## config.mk

```make
export PLATFORM = sky130hd
export DESIGN_NAME = sema_mem
export DESIGN_NICKNAME = d
export VERILOG_FILES = /design/src/hw/soc_bus_pkg.sv /design/src/hw/sema_mem.sv
export SDC_FILE = /design/constraint.sdc
export NUM_CORES = 1
export LEC_CHECK = 0
export ABC_CLOCK_PERIOD_IN_PS = 8600
export BUFFER_PORTS_ARGS = -buffer_cell sky130_fd_sc_hd__buf_2
export CAP_MARGIN = 30
export CORE_MARGIN = 2
export CORE_UTILIZATION = 49
export CTS_CLUSTER_DIAMETER = 50
export DETAILED_ROUTE_END_ITERATION = 8
export PLACE_DENSITY = 0.82
export SLEW_MARGIN = 20
export SYNTH_ARGS = -nofsm -noshare
export SYNTH_HDL_FRONTEND = slang
export SYNTH_SLANG_ARGS = --single-unit
```

## constraint.sdc

```tcl
create_clock -name node_clk -period 8.6 [get_ports node_clk]
set_clock_uncertainty 0.15 [all_clocks]
set_input_delay 0.86 -clock node_clk [delete_from_list [all_inputs] [get_ports node_clk]]
set_output_delay 0.86 -clock node_clk [all_outputs]
set_load 0.01 [all_outputs]
```

## src/hw/soc_bus_pkg.sv

```systemverilog
package soc_bus_pkg;

	// --------------------
	// plain vector types
	// --------------------

	// physical address
	typedef logic [31:0] addr_t;
	// one bus line, four io words
	typedef logic [127:0] data_t;
	typedef logic [31:0] word_t;
	// one bit per byte lane
	typedef logic [15:0] sel_t;
	typedef logic [7:0] tid_t;
	typedef logic [7:0] led_t;
	// per-node reset bits
	typedef logic [15:0] rst_vec_t;
	typedef logic [2:0] clken_t;

	// --------------------
	// target classes
	// --------------------
	typedef enum logic [2:0] {
		TGT_NONE = 3'd0,
		TGT_SCR = 3'd1,
		TGT_LED = 3'd2,
		TGT_RST = 3'd3,
		TGT_SEMA = 3'd4
	} tgt_e;

	// cpu side request, stb marks a live cycle
	typedef struct packed {
		logic stb;
		logic we;
		sel_t sel;
		addr_t padr;
		data_t data;
		tid_t tid;
	} bus_req_t;

	// response, ack is a single cycle pulse
	typedef struct packed {
		logic ack;
		logic err;
		tid_t tid;
		addr_t adr;
		data_t dat;
	} bus_resp_t;

	// request after address decode
	typedef struct packed {
		logic valid;
		logic we;
		sel_t sel;
		addr_t padr;
		data_t data;
		tid_t tid;
		tgt_e tgt;
	} dec_req_t;

	// one target's answer, zero when idle
	typedef struct packed {
		logic valid;
		data_t dat;
	} tgt_result_t;

	// --------------------
	// address map
	// --------------------
	localparam logic [7:0] SCR_TAG = 8'hFF;
	localparam logic [11:0] IO_TAG = 12'hFD0;
	// pages below sit inside the io window
	localparam logic [11:0] LED_PAGE = 12'hFFF;
	localparam logic [11:0] RST_PAGE = 12'hFFC;
	localparam logic [3:0] SEMA_BANK = 4'h5;
	// node clocks 1 and 2 on out of reset
	localparam clken_t CLKEN_RESET = 3'b110;

endpackage

```

## src/hw/sema_mem.sv

```systemverilog
`timescale 1ns/1ns

module sema_mem #(
	parameter int SEMA_COUNT = 256
) (
	input logic node_clk,
	input logic rst,
	input soc_bus_pkg::dec_req_t dec_i,
	output soc_bus_pkg::tgt_result_t res_o
);

	localparam int SIDX_W = $clog2(SEMA_COUNT);

	logic [SEMA_COUNT-1:0] sema_q;
	logic hit;
	logic [SIDX_W-1:0] idx;
	soc_bus_pkg::word_t rd_word;

	// one semaphore per 32 bit word
	always_comb begin
		hit = dec_i.valid && dec_i.tgt == soc_bus_pkg::TGT_SEMA;
		idx = dec_i.padr[2 +: SIDX_W];
		rd_word = {31'd0, sema_q[idx]};
	end

	// read is test-and-set, write releases
	always_ff @(posedge node_clk, posedge rst) begin
		if (rst) begin
			sema_q <= '0;
			res_o <= '0;
		end
		else begin
			res_o.valid <= hit;
			res_o.dat <= '0;
			if (hit) begin
				if (dec_i.we) begin
					sema_q[idx] <= 1'b0;
				end
				else begin
					// old state out, then taken
					res_o.dat <= {4{rd_word}};
					sema_q[idx] <= 1'b1;
				end
			end
		end
	end

endmodule

```

Yosys cells after proc, flatten, opt, wreduce, memory -nomap -nowiden:

Index checks and enable logic that the tools add are counted.

* register bits: 385
* output and inout port bits: 129
* word-level logic and storage cells: 18

* $lt $le $gt $ge: 2
* equal/unequal tests: 1
* mux-type cells: 7
* bitwise operators: 3
* reductions and logical operators: 2

Operators with widths (count)
* AND 256 bit: 1
* 2-to-1 mux 256 bit: 1
* NOT 256 bit: 1
* OR 256 bit: 1
* 2-to-1 mux 97 bit: 2
* < comparator 8 x 9 -> 1 bit (second input constant): 1
* binary-select mux 1 bit (select 8 bit): 1
* demux 1 bit (select 8 bit): 1
* greater-or-equal comparator 8 x 1 -> 1 bit (second input constant): 1
* == test 3 bit (second input constant): 1
* logical AND 1 bit: 2
* 2-to-1 mux 1 bit: 2

Depth between registers and ports, before layout:

Gate-level depths: netlist (run 1).

* depth in word-level cells: 7
* mapped depth: 11
* mapped depth without buffers: 7

Worst setup path before layout (run 1):

OpenSTA, ideal clock, no wires.

* kind: input -> register
* start point: input dec_i[142] (netlist bit)
* end point: register res_o[64] (netlist bit)
* arrival time: 2565 ps
* data required time: 8324 ps
* slack: 5758 ps
* stages: 8
* buffers on the path: 3
* cell sequence: buf_6 buf_6 buf_4 mux4_2 mux4_2 nor2_1 o21ai_1 o32a_1

* cells in the longest elaborated chain, start to end: 4

Ends and longest elaborated chain
* start: declaration: RTL line sema_mem.sv:8 `input soc_bus_pkg::dec_req_t dec_i,`
* binary-select mux 1 bit (select 8 bit): RTL line sema_mem.sv:23 `rd_word = {31'd0, sema_q[idx]};`
* 2-to-1 mux 1 bit (not written as such): RTL line sema_mem.sv:23
* 2-to-1 mux 97 bit: RTL line sema_mem.sv:36 `if (dec_i.we) begin`
* 2-to-1 mux 97 bit: RTL line sema_mem.sv:35 `if (hit) begin`
* end: declaration: RTL line sema_mem.sv:9 `output soc_bus_pkg::tgt_result_t res_o`

Every way passes these cells. The select of a mux whose other input is x is not followed.
A chain may end at the register's enable or synchronous reset.

==> results of run 1 <==
metal layers:
layer,share of wire,GRT usage,up-vias,wire [um]
li1,-,-,4596,-
met3,0.090,0.0384,73,2900
met5,0,0,-,0
met4,0.025,0.0748,0,811
met1,0.41,0.301,5122,13100
met2,0.48,0.348,605,15500
report_power, final:
part	total [mW]	switching (mW)	internal (mW)	leakage, nW
Combinational	0.204	0.151	0.0524	2.21
Clock	1.20	0.500	0.702	0.444
Sequential	1.24	0.00760	1.23	3.59
worst reg2reg max path, delay by kind of cell (launching register included):
| kind | cells | cell delay [ps] |
|---|---|---|
| AO/OA/AOI/OAI | 4 | 1000 |
| AND/OR/NAND/NOR | 3 | 820 |
| flip-flops | 1 | 380 |
synth_stat cells (2+ instances only):
cell and n:
sky130_fd_sc_hd__a211oi_1 5, sky130_fd_sc_hd__a21o_1 2, sky130_fd_sc_hd__a21oi_1 144, sky130_fd_sc_hd__a31oi_1 118, sky130_fd_sc_hd__a32oi_1 2, sky130_fd_sc_hd__and2_1 3, sky130_fd_sc_hd__buf_1 4, sky130_fd_sc_hd__buf_2 20
sky130_fd_sc_hd__buf_4 134, sky130_fd_sc_hd__buf_6 6, sky130_fd_sc_hd__clkbuf_1 105, sky130_fd_sc_hd__dfrtp_1 258, sky130_fd_sc_hd__inv_1 2, sky130_fd_sc_hd__inv_2 3, sky130_fd_sc_hd__mux2_2 3, sky130_fd_sc_hd__mux2i_1 21
sky130_fd_sc_hd__mux4_2 60, sky130_fd_sc_hd__nand2_1 27, sky130_fd_sc_hd__nand2b_1 7, sky130_fd_sc_hd__nand3_1 27, sky130_fd_sc_hd__nand4_1 3, sky130_fd_sc_hd__nor2_1 56, sky130_fd_sc_hd__nor2_2 2, sky130_fd_sc_hd__nor2b_1 11
sky130_fd_sc_hd__nor3_1 8, sky130_fd_sc_hd__o2111ai_1 2, sky130_fd_sc_hd__o21ai_0 18, sky130_fd_sc_hd__o21ai_1 113, sky130_fd_sc_hd__o22ai_1 4, sky130_fd_sc_hd__o31ai_1 128, sky130_fd_sc_hd__or2_1 2, sky130_fd_sc_hd__or3_1 3
logic make-up (layout without fill, tap and decap cells):
| kind of cell | Yosys count | in the layout |
|---|---|---|
| muxes | 85 | 85 |
| other | 1 | 125 |
| DFF | 258 | 258 |
| AOI/OAI and AO/OA | 543 | 543 |
| buffers and inverters | 274 | 112 |
| and+or+nand+nor | 155 | 155 |
area by class of cell:
cell class | instances | area, um^2
antenna | 1 | 2.50
clock buffer | 42 | 835
clock inverter | 11 | 96.3
fill | 2271 | 13100
inverter | 5 | 26.3
multi-input combinational | 907 | 6080
sequential | 258 | 6460
tap | 378 | 473
timing repair buffer | 54 | 548
metrics by stage:
step,area [um^2],util,hold slack [ps]
global route,14500,0.525,361
detailed placement,13400,0.484,325
CTS,14300,0.518,338
floorplan,14100,-,303
finish,14500,0.525,304
global placement,13200,0.478,317
worst paths after layout:
kind                            depth (start not counted)  slack [ps]        end
worst min-delay path                                    2         300  async pin
max in group asynchronous                               4        6770  async pin
min in group node_clk                                   2         340       flop
worst max register to register                          7        6090  res_o[64]
worst min register to register                          2         340       flop
worst max-delay path                                    8        4940       flop
==> impl_metrics.sql, run 1 <==
INSERT INTO impl_metrics (metric_group, metric, value, unit) VALUES
('run_status', 'status', 'completed', ''),
('timing', 'finalSetupTns', '0', 'ps'),
('die', 'initial_cell_density_of_the_core', '0.494', ''),
('clocking', 'worst_case_clock_buffer_depth', '3', ''),
('yosys', 'muxShareOfSynthArea', '0.118', ''),
('timing', 'fmaxAchievable', '0.273', 'GHz'),
('drt', 'route.detailed.drc', '0', ''),
('global_route', 'grt_util_all_layers', '0.217', ''),
('drt', 'route.detailed.vias_per_inst', '6.28', ''),
('flow_run', 'max_capacitance_violation_count', '0', ''),
('min_path', 'holdCritPathClass', 'input port to async pin', ''),
('finish', 'layout.cells.non_filler', '1656', ''),
('finish', 'layout-drive-gt1-share', '0.139', ''),
('clocking', 'hold_bufs_inserted_after_cts', '0', ''),
('global_route', 'maximum_number_of_pins_on_one_net_before_global_route_repair', '109', ''),
('clocking', 'cts_inserted_buffers', '29', ''),
('yosys', 'synthDominantAreaCellType', 'sky130_fd_sc_hd__dfrtp_1', ''),
('die', 'row_count', '61', ''),
('yosys', 'ys_top_cells_by_area', 'sky130_fd_sc_hd__dfrtp_1 47%, sky130_fd_sc_hd__mux4_2 9.9%, sky130_fd_sc_hd__buf_4 7.4%', ''),
('yosys', 'post_synth_fa_ha_maj_area_fraction', '0', ''),
('yosys', 'synth_xor_xnor_area_share', '0', ''),
('finish', 'post_layout_net_count', '1446', ''),
('placed_design', 'gp_routability_congestion', '0.859', ''),
('yosys', 'syn-cell-area', '13600', 'um^2'),
('timing', 'setup_slack', '4940', 'ps'),
('placed_design', 'buffer_ports.inserted', '19', ''),
('timing', 'timing_max_transition_violations_final', '0', ''),
('placed_design', 'dp_hpwl', '19400', 'um'),
('clocking', 'clk_root_buffer_cell', 'sky130_fd_sc_hd__clkbuf_16', ''),
('drt', 'drt_iter0_markers', '1318', ''),
('clocking', 'clock_sink_count', '258', ''),
('global_route', 'grt_overflow_total', '0', ''),
('die', 'core', '27600', 'um^2'),
('global_route', 'grt_pass1_wl', '51000', 'um'),
('power_and_ir_drop', 'p_leak', '6.24', 'nW'),
('finish', 'final_cell_mix', '258 x sky130_fd_sc_hd__dfrtp_1, 144 x sky130_fd_sc_hd__a21oi_1, 128 x sky130_fd_sc_hd__o31ai_1, 124 x sky130_fd_sc_hd__conb_1, 118 x sky130_fd_sc_hd__a31oi_1', ''),
('yosys', 'synth_cell_type_count', '47', ''),
('drt', 'drt_pre_antenna_iters', '5', ''),
('setup_path', 'worstPathCellList', 'buf_2 -> buf_4 -> inv_2 -> nor2_2 -> nand3_1 -> nor2_1 -> a21oi_1 -> a31oi_1', ''),
('die', 'die_width', '171', 'um'),
('yosys', 'synthesis.instances', '1316', ''),
('yosys', 'synth_compound_area_frac', '0.238', ''),
('clocking', 'post_cts_resized', '0', ''),
('setup_path', 'crit_required', '8900', 'ps'),
('global_route', 'antenna_found_initial', '0', ''),
('finish', 'leading_cell_type_in_the_layout_fill_and_taps_excluded', 'sky130_fd_sc_hd__dfrtp_1', ''),
('setup_path', 'startpoint_type_of_the_worst_setup_path', 'input port', ''),
('setup_path', 'crit_path_launch', 'dec_i[141]', ''),
('clocking', 'cts.clk_slew.worst_paths', '60', 'ps'),
('yosys', 'synth-edff-count', '0', ''),
('clocking', 'ctsHtreeMaxLevel', '1', ''),
('finish', 'synthToLayoutAreaGrowth', '6.36', '%'),
('power_and_ir_drop', 'largest_voltage_drop_on_the_vdd_net', '0.146', 'mV'),
('drt', 'antenna_violating_nets_post_route', '0', ''),
('clocking', 'cts_tree', 'done', ''),
('power_and_ir_drop', 'power_density', '182', 'nW/um^2'),
('yosys', 'yosys.area_share.simple', '0.0533', ''),
('setup_path', 'worst_path_largest_cell_delay', '790', 'ps'),
('timing', 'finalCriticalPeriod', '3660', 'ps'),
('setup_path', 'critical_path_buf_inv_count', '3', ''),
('clocking', 'clk-insertion-delay-late', '540', 'ps'),
('drt', 'vias_post_dr', '10400', ''),
('setup_path', 'timing.critical_path.slowest_stage_cell', 'sky130_fd_sc_hd__nor2_1', ''),
('setup_path', 'timing.critical_path.arrival', '3960', 'ps'),
('drt', 'wirelength_per_cell', '19.6', 'um'),
('timing', 'layout_worst_path_cycle_share', '0.426', ''),
('setup_path', 'critPathKind', 'input port to flop', ''),
('yosys', 'sequential_fraction_of_the_synthesis_area', '0.473', ''),
('placed_design', 'placedCellCount', '1588', ''),
('setup_path', 'cpLargestDelayFamily', 'buffers and inverters', ''),
('yosys', 'synth_top_family_by_area', 'compound AO/OA/AOI/OAI gates', '');
(Power assumes the default switching activity.)
==> inputs of run 2 (changes only) <==
ABC_CLOCK_PERIOD_IN_PS = 3700   (was 8600)
CORE_UTILIZATION = 55   (was 49)
PLACE_DENSITY = 0.86   (was 0.82)
clock period = 3.7 ns   (was 8.6 ns; I/O delays follow)
==> run 2 against run 1 <==
Sequential share of layout area shrank 0.55 points. Critical path depth grew 2. First-iteration DRC count shrank 4.2%. Non-clock buffer count grew 18. Power grew 150%. Largest cell class unchanged. Largest power group is now the clock network.
==> impl_metrics.sql, run 2 (synthesized netlist as in run 1, its figures left out) <==
INSERT INTO impl_metrics (metric_group, metric, value, unit) VALUES
('die', 'row_count', '57', ''),
('finish', 'leading_cell_type_in_the_layout_fill_and_taps_excluded', 'sky130_fd_sc_hd__dfrtp_1', ''),
('run_status', 'status', 'completed', ''),
('setup_path', 'critical_path.endpoint_type', 'flop', ''),
('finish', 'multiInputGateArea', '6070', 'um^2'),
('power_and_ir_drop', 'power_density', '445', 'nW/um^2'),
('finish', 'layout-drive-gt1-share', '0.157', ''),
('die', 'die_h', '162', 'um'),
('global_route', 'first_global_vias', '9938', ''),
('drt', 'antenna_violating_nets_post_route', '0', ''),
('min_path', 'holdCritPathClass', 'input port to flop', ''),
('power_and_ir_drop', 'p_leak', '6.40', 'nW'),
('timing', 'worstMarginPinSlew', '994', 'ps'),
('global_route', 'grt_util_met1', '0.337', ''),
('power_and_ir_drop', 'clock_power_share', '0.487', ''),
('timing', 'fmaxAchievable', '0.390', 'GHz'),
('power_and_ir_drop', 'p_int', '4.93', 'mW'),
('timing', 'finalSetupTns', '0', 'ps'),
('timing', 'finalCriticalPeriod', '2570', 'ps'),
('clocking', 'post_cts_resized', '0', ''),
('die', 'initial_cell_density_of_the_core', '0.561', ''),
('clocking', 'clk-insertion-delay-late', '560', 'ps'),
('finish', 'synthToLayoutAreaGrowth', '7.70', '%'),
('drt', 'route.detailed.drc', '0', ''),
('drt', 'route.detailed.vias_per_inst', '6.45', ''),
('finish', 'fill_cells', '1871', ''),
('timing', 'setup_violations', '0', ''),
('die', 'pin_count', '320', ''),
('global_route', 'grt_util_all_layers', '0.245', ''),
('clocking', 'ctsHtreeMaxLevel', '1', ''),
('clocking', 'worst_case_clock_buffer_depth', '3', ''),
('drt', 'vias_post_dr', '10500', ''),
('global_route', 'grt_pass1_wl', '51700', 'um'),
('global_route', 'grtUsageMet3', '0.0424', ''),
('setup_path', 'ff2ff_path_depth', '7', ''),
('timing', 'timing_max_transition_violations_final', '0', ''),
('setup_path', 'critPathKind', 'input port to flop', ''),
('setup_path', 'crit_required', '3970', 'ps'),
('setup_path', 'startpoint_type_of_the_worst_setup_path', 'input port', ''),
('global_route', 'grt_busiest_layer', 'met2', ''),
('setup_path', 'timing.critical_path.arrival', '2830', 'ps'),
('power_and_ir_drop', 'largest_voltage_drop_on_the_vdd_net', '0.299', 'mV'),
('clocking', 'postCtsSetupBuffers', '0', ''),
('global_route', 'grt.met2_usage', '0.395', ''),
('power_and_ir_drop', 'p_switching', '1.61', 'mW'),
('power_and_ir_drop', 'relative_contribution_of_combinational_cells_to_total_power', '0.074', ''),
('setup_path', 'worst-path-max-fanout', '15', ''),
('power_and_ir_drop', 'switching_share', '0.247', ''),
('timing', 'worst_hold_slack', '159', 'ps'),
('clocking', 'clock_sink_count', '258', ''),
('global_route', 'maximum_number_of_pins_on_one_net_before_global_route_repair', '133', ''),
('timing', 'rsz0062_at_grt', 'no', ''),
('min_path', 'worst_hold_path.num_cells', '2', ''),
('placed_design', 'buffer_ports.inserted', '19', ''),
('finish', 'finish.utilization', '0.604', ''),
('placed_design', 'dp_hpwl', '20000', 'um'),
('drt', 'drt_pre_antenna_iters', '8', ''),
('die', 'die-area', '26100', 'um^2'),
('finish', 'seq_area', '6460', 'um^2'),
('drt', 'wl', '32400', 'um'),
('power_and_ir_drop', 'sequentialPowerShare', '0.439', ''),
('die', 'core', '24300', 'um^2'),
('drt', 'drt_iter0_markers', '1262', ''),
('clocking', 'hold_bufs_inserted_after_cts', '1', ''),
('clocking', 'cts_inserted_buffers', '31', ''),
('drt', 'wirelength_per_cell', '19.9', 'um'),
('timing', 'layout_worst_path_cycle_share', '0.693', ''),
('clocking', 'cts_tree', 'done', ''),
('flow_run', 'max_capacitance_violation_count', '0', ''),
('global_route', 'antenna_found_initial', '2', ''),
('die', 'die_width', '162', 'um'),
('timing', 'timing_hold_violations_final', '0', ''),
('timing', 'maxSlewHeadroom', '0.337', ''),
('clocking', 'clk_root_buffer_cell', 'sky130_fd_sc_hd__clkbuf_16', ''),
('global_route', 'grt_overflow_total', '0', ''),
('placed_design', 'gp_routability_congestion', '0.857', ''),
('clocking', 'cts.clk_slew.worst_paths', '60', 'ps'),
('finish', 'final_cell_mix', '258 x sky130_fd_sc_hd__dfrtp_1, 144 x sky130_fd_sc_hd__a21oi_1, 128 x sky130_fd_sc_hd__o31ai_1, 124 x sky130_fd_sc_hd__conb_1, 118 x sky130_fd_sc_hd__a31oi_1', ''),
('finish', 'post_layout_net_count', '1466', '');
run 2: through the flow:
| stage | std cells | setup slack, ps | power, mW | area [um^2] |
|---|---|---|---|---|
| after floorplan | 1439 | -220 | 3.37 | 14100 |
| after global placement | 1558 | 483 | 3.37 | 13500 |
| after detailed placement | 1562 | 425 | 3.39 | 13500 |
| after CTS | 1620 | 991 | 6.55 | 14600 |
| after global routing | 1624 | 950 | 6.73 | 14700 |
| final | 1625 | 1130 | 6.54 | 14700 |
run 2: power by group through the flow:
stage / clock network, mW / registers, mW / logic [mW]
after global placement: 0 / 2.92 / 0.454
after CTS: 3.21 / 2.87 / 0.473
after detailed placement: 0 / 2.92 / 0.470
final: 3.18 / 2.87 / 0.483
after global routing: 3.33 / 2.87 / 0.529
after floorplan: 0 / 2.92 / 0.453
run 2: critical path, cell delays in order:
cell	delay, ps
sky130_fd_sc_hd__buf_2	410
sky130_fd_sc_hd__buf_16	240
sky130_fd_sc_hd__nor2b_1	400
sky130_fd_sc_hd__buf_4	230
sky130_fd_sc_hd__a21oi_1	90
sky130_fd_sc_hd__a32oi_1	220
sky130_fd_sc_hd__nand4_1	180
sky130_fd_sc_hd__o22ai_1	210
sky130_fd_sc_hd__nor3_1	110
sky130_fd_sc_hd__o32a_1	370
run 2: worst paths after layout:
| kind | startpoint | end | slack, ps |
|---|---|---|---|
| worst max-delay path | dec_i[141] | res_o[64] | 1130 |
| worst min-delay path | dec_i[148] | res_o[64] | 160 |
| worst max register to register | flop | res_o[64] | 1210 |
| worst min register to register | flop | flop | 340 |
| max in group asynchronous | rst | async pin | 2490 |
| min in group asynchronous | rst | async pin | 230 |
run 2: final cells by class:
type / count / share of cell area
clock buffers: 36 / 0.0554
diodes: 2 / 0.000341
repair buffers: 72 / 0.0443
multi-input cells: 907 / 0.413
flip-flops and latches: 258 / 0.439
inverters: 5 / 0.00153
well taps: 324 / 0.0276
clock inverters: 21 / 0.0182
run 2: routing by layer:
layer	up-vias	share of wire
met4	2	0.033
li1	4648	-
met5	-	0.00022
met2	651	0.48
met3	101	0.093
met1	5079	0.40
==> inputs of run 3 (changes only) <==
ABC_CLOCK_PERIOD_IN_PS = 2540   (was 3700)
clock period = 2.54 ns   (was 3.7 ns; I/O delays follow)
==> run 3 against run 2 <==
First-iteration DRC count rose by 24%. Via count rose by 4.5%. Global-route usage is 1.9 points higher. Wire length is 5.8% higher. Sequential power is 46% higher.
==> impl_metrics.sql, run 3 (synthesized netlist as in run 1, its figures left out) <==
INSERT INTO impl_metrics (metric_group, metric, value, unit) VALUES
('run_status', 'status', 'completed', ''),
('die', 'row_count', '57', ''),
('placed_design', 'dp_hpwl', '21100', 'um'),
('clocking', 'clk-insertion-delay-late', '550', 'ps'),
('finish', 'layout-drive-gt1-share', '0.187', ''),
('finish', 'post_layout_net_count', '1519', ''),
('clocking', 'clk_root_buffer_cell', 'sky130_fd_sc_hd__clkbuf_16', ''),
('setup_path', 'worstPathCellList', 'nor2b_1 -> a2111oi_2 -> o32ai_1 -> or4_1 -> a21oi_1 -> nor3_1 -> o32a_1', ''),
('power_and_ir_drop', 'switching_share', '0.241', ''),
('power_and_ir_drop', 'sequentialPowerShare', '0.442', ''),
('setup_path', 'critical_path.endpoint_type', 'flop', ''),
('die', 'pin_count', '320', ''),
('drt', 'drt_iter0_markers', '1570', ''),
('global_route', 'grt_pass1_wl', '55500', 'um'),
('die', 'die-area', '26100', 'um^2'),
('timing', 'setup_violations', '0', ''),
('global_route', 'antenna_found_initial', '0', ''),
('power_and_ir_drop', 'clock_power_share', '0.480', ''),
('clocking', 'postCtsSetupBuffers', '0', ''),
('drt', 'wl', '34300', 'um'),
('setup_path', 'timing.critical_path.slowest_stage_cell', 'sky130_fd_sc_hd__or4_1', ''),
('drt', 'antenna_violating_nets_post_route', '0', ''),
('power_and_ir_drop', 'power_density', '628', 'nW/um^2'),
('power_and_ir_drop', 'finalPower', '9.46', 'mW'),
('flow_run', 'max_capacitance_violation_count', '0', ''),
('setup_path', 'r2r_slack', '190', 'ps'),
('timing', 'worstMarginPinSlew', '689', 'ps'),
('clocking', 'cts_tree', 'done', ''),
('timing', 'timing_max_transition_violations_final', '0', ''),
('finish', 'leading_cell_type_in_the_layout_fill_and_taps_excluded', 'sky130_fd_sc_hd__dfrtp_1', ''),
('global_route', 'maximum_number_of_pins_on_one_net_before_global_route_repair', '157', ''),
('power_and_ir_drop', 'p_int', '7.18', 'mW'),
('drt', 'route.detailed.drc', '0', ''),
('drt', 'vias_post_dr', '11000', ''),
('setup_path', 'timing.critical_path.arrival', '2620', 'ps'),
('global_route', 'grt_util_all_layers', '0.264', ''),
('global_route', 'first_global_vias', '10500', ''),
('timing', 'rsz0062_at_grt', 'no', ''),
('setup_path', 'cpLargestDelayFamily', 'compound AO/OA/AOI/OAI gates', ''),
('clocking', 'cts_inserted_buffers', '29', ''),
('die', 'die_h', '162', 'um'),
('power_and_ir_drop', 'p_leak', '6.63', 'nW'),
('setup_path', 'critical_path.reg2reg.endpoint', 'res_o[64]', ''),
('timing', 'worst_hold_slack', '15.9', 'ps'),
('timing', 'maxSlewHeadroom', '0.541', ''),
('drt', 'wirelength_per_cell', '20.5', 'um'),
('power_and_ir_drop', 'relative_contribution_of_combinational_cells_to_total_power', '0.078', ''),
('drt', 'route.detailed.vias_per_inst', '6.54', ''),
('setup_path', 'critical_path_buf_inv_count', '0', ''),
('finish', 'antennaDiodeCount', '0', ''),
('power_and_ir_drop', 'largest_voltage_drop_on_the_vdd_net', '0.356', 'mV'),
('die', 'initial_cell_density_of_the_core', '0.561', ''),
('min_path', 'holdCritPathClass', 'input port to async pin', ''),
('timing', 'finalCriticalPeriod', '2350', 'ps'),
('timing', 'fmaxAchievable', '0.425', 'GHz'),
('clocking', 'clock_sink_count', '258', ''),
('power_and_ir_drop', 'p_switching', '2.28', 'mW'),
('setup_path', 'worst_path_largest_cell_delay', '580', 'ps'),
('die', 'die_width', '162', 'um'),
('finish', 'final_cell_mix', '258 x sky130_fd_sc_hd__dfrtp_1, 144 x sky130_fd_sc_hd__a21oi_1, 128 x sky130_fd_sc_hd__o31ai_1, 124 x sky130_fd_sc_hd__conb_1, 118 x sky130_fd_sc_hd__a31oi_1', ''),
('global_route', 'grt_overflow_total', '0', ''),
('clocking', 'cts.clk_slew.worst_paths', '60', 'ps'),
('placed_design', 'gp_routability_congestion', '0.904', ''),
('setup_path', 'startpoint_type_of_the_worst_setup_path', 'flop', ''),
('timing', 'layout_worst_path_cycle_share', '0.927', ''),
('die', 'core', '24300', 'um^2'),
('clocking', 'ctsHtreeMaxLevel', '1', ''),
('setup_path', 'ff2ff_path_depth', '7', ''),
('clocking', 'worst_case_clock_buffer_depth', '3', ''),
('setup_path', 'crit_required', '2800', 'ps'),
('placed_design', 'buffer_ports.inserted', '19', ''),
('setup_path', 'critPathKind', 'flop to flop', ''),
('finish', 'synthToLayoutAreaGrowth', '10.4', '%'),
('setup_path', 'worst-path-max-fanout', '2', ''),
('drt', 'drt_pre_antenna_iters', '8', ''),
('timing', 'timing_hold_violations_final', '0', '');
## run 3: cell count changes in the layout (fill, tap and decap cells not counted), moves of 3 or more
| cell | before | now |
|---|---|---|
| sky130_fd_sc_hd__inv_6 | 5 | 1 |
| sky130_fd_sc_hd__buf_12 | 7 | 11 |
| sky130_fd_sc_hd__clkinv_2 | 6 | 3 |
| sky130_fd_sc_hd__clkbuf_8 | 2 | 7 |
| sky130_fd_sc_hd__buf_4 | 41 | 96 |
## run 3: routing by layer
layer | up-vias | global-route usage | part of all wire
met5 | - | 0 | 0
met4 | 0 | 0.116 | 0.043
met3 | 148 | 0.0498 | 0.093
met2 | 687 | 0.420 | 0.48
met1 | 5382 | 0.357 | 0.39
li1 | 4737 | - | -
## run 3: cell type report
class | count | area, um^2
inverter | 5 | 22.5
clock buffer | 40 | 837
tap | 324 | 405
fill | 1766 | 9260
timing repair buffer | 127 | 1060
multi-input combinational | 907 | 6070
sequential | 258 | 6460
clock inverter | 13 | 209
## run 3: worst max path at each step
stage               start        end  slack (ps)  cells after the start
2_1_floorplan         rst  async pin       -1260                      1
3_3_place_gp   dec_i[142]  res_o[64]         -70                      8
3_5_place_dp   dec_i[141]  res_o[64]         -90                      8
4_1_cts              flop  res_o[64]         110                      7
5_1_grt              flop  res_o[64]          70                      7
6_report             flop  res_o[64]         190                      7
## run 3: power by group through the flow
stage / logic (mW) / clock network [mW] / registers [mW]
2_1_floorplan: 0.660 / 0 / 4.25
3_3_place_gp: 0.697 / 0 / 4.25
3_5_place_dp: 0.714 / 0 / 4.26
4_1_cts: 0.724 / 4.55 / 4.18
5_1_grt: 0.806 / 4.73 / 4.19
6_report: 0.738 / 4.54 / 4.18
## run 3: what timing repair did
action	4_1_cts	5_1_grt
hold buffers	2	0
setup endpoints to repair	0	1
gates resized for setup	0	1
hold endpoints to repair	287	0
## run 3: worst register-to-register path, delay by kind of cell, from the launching register on
kind / cells / cell delay [ps]
DFF: 1 / 380
AOI/OAI and AO/OA: 4 / 890
and+or+nand+nor: 3 / 810
## run 3: stage by stage
stage                     TNS, ps  instances  cell area, um^2  utilization  setup WS (ps)
after global placement      -66.6       1618            14000        0.575          -66.6
after CTS                       0       1673            15000        0.619            105
final                           0       1674            15100        0.619            187
after global routing            0       1674            15100        0.619           65.2
after detailed placement    -87.7       1618            14000        0.575          -87.7
after floorplan           -326010       1439            14100            -          -1260
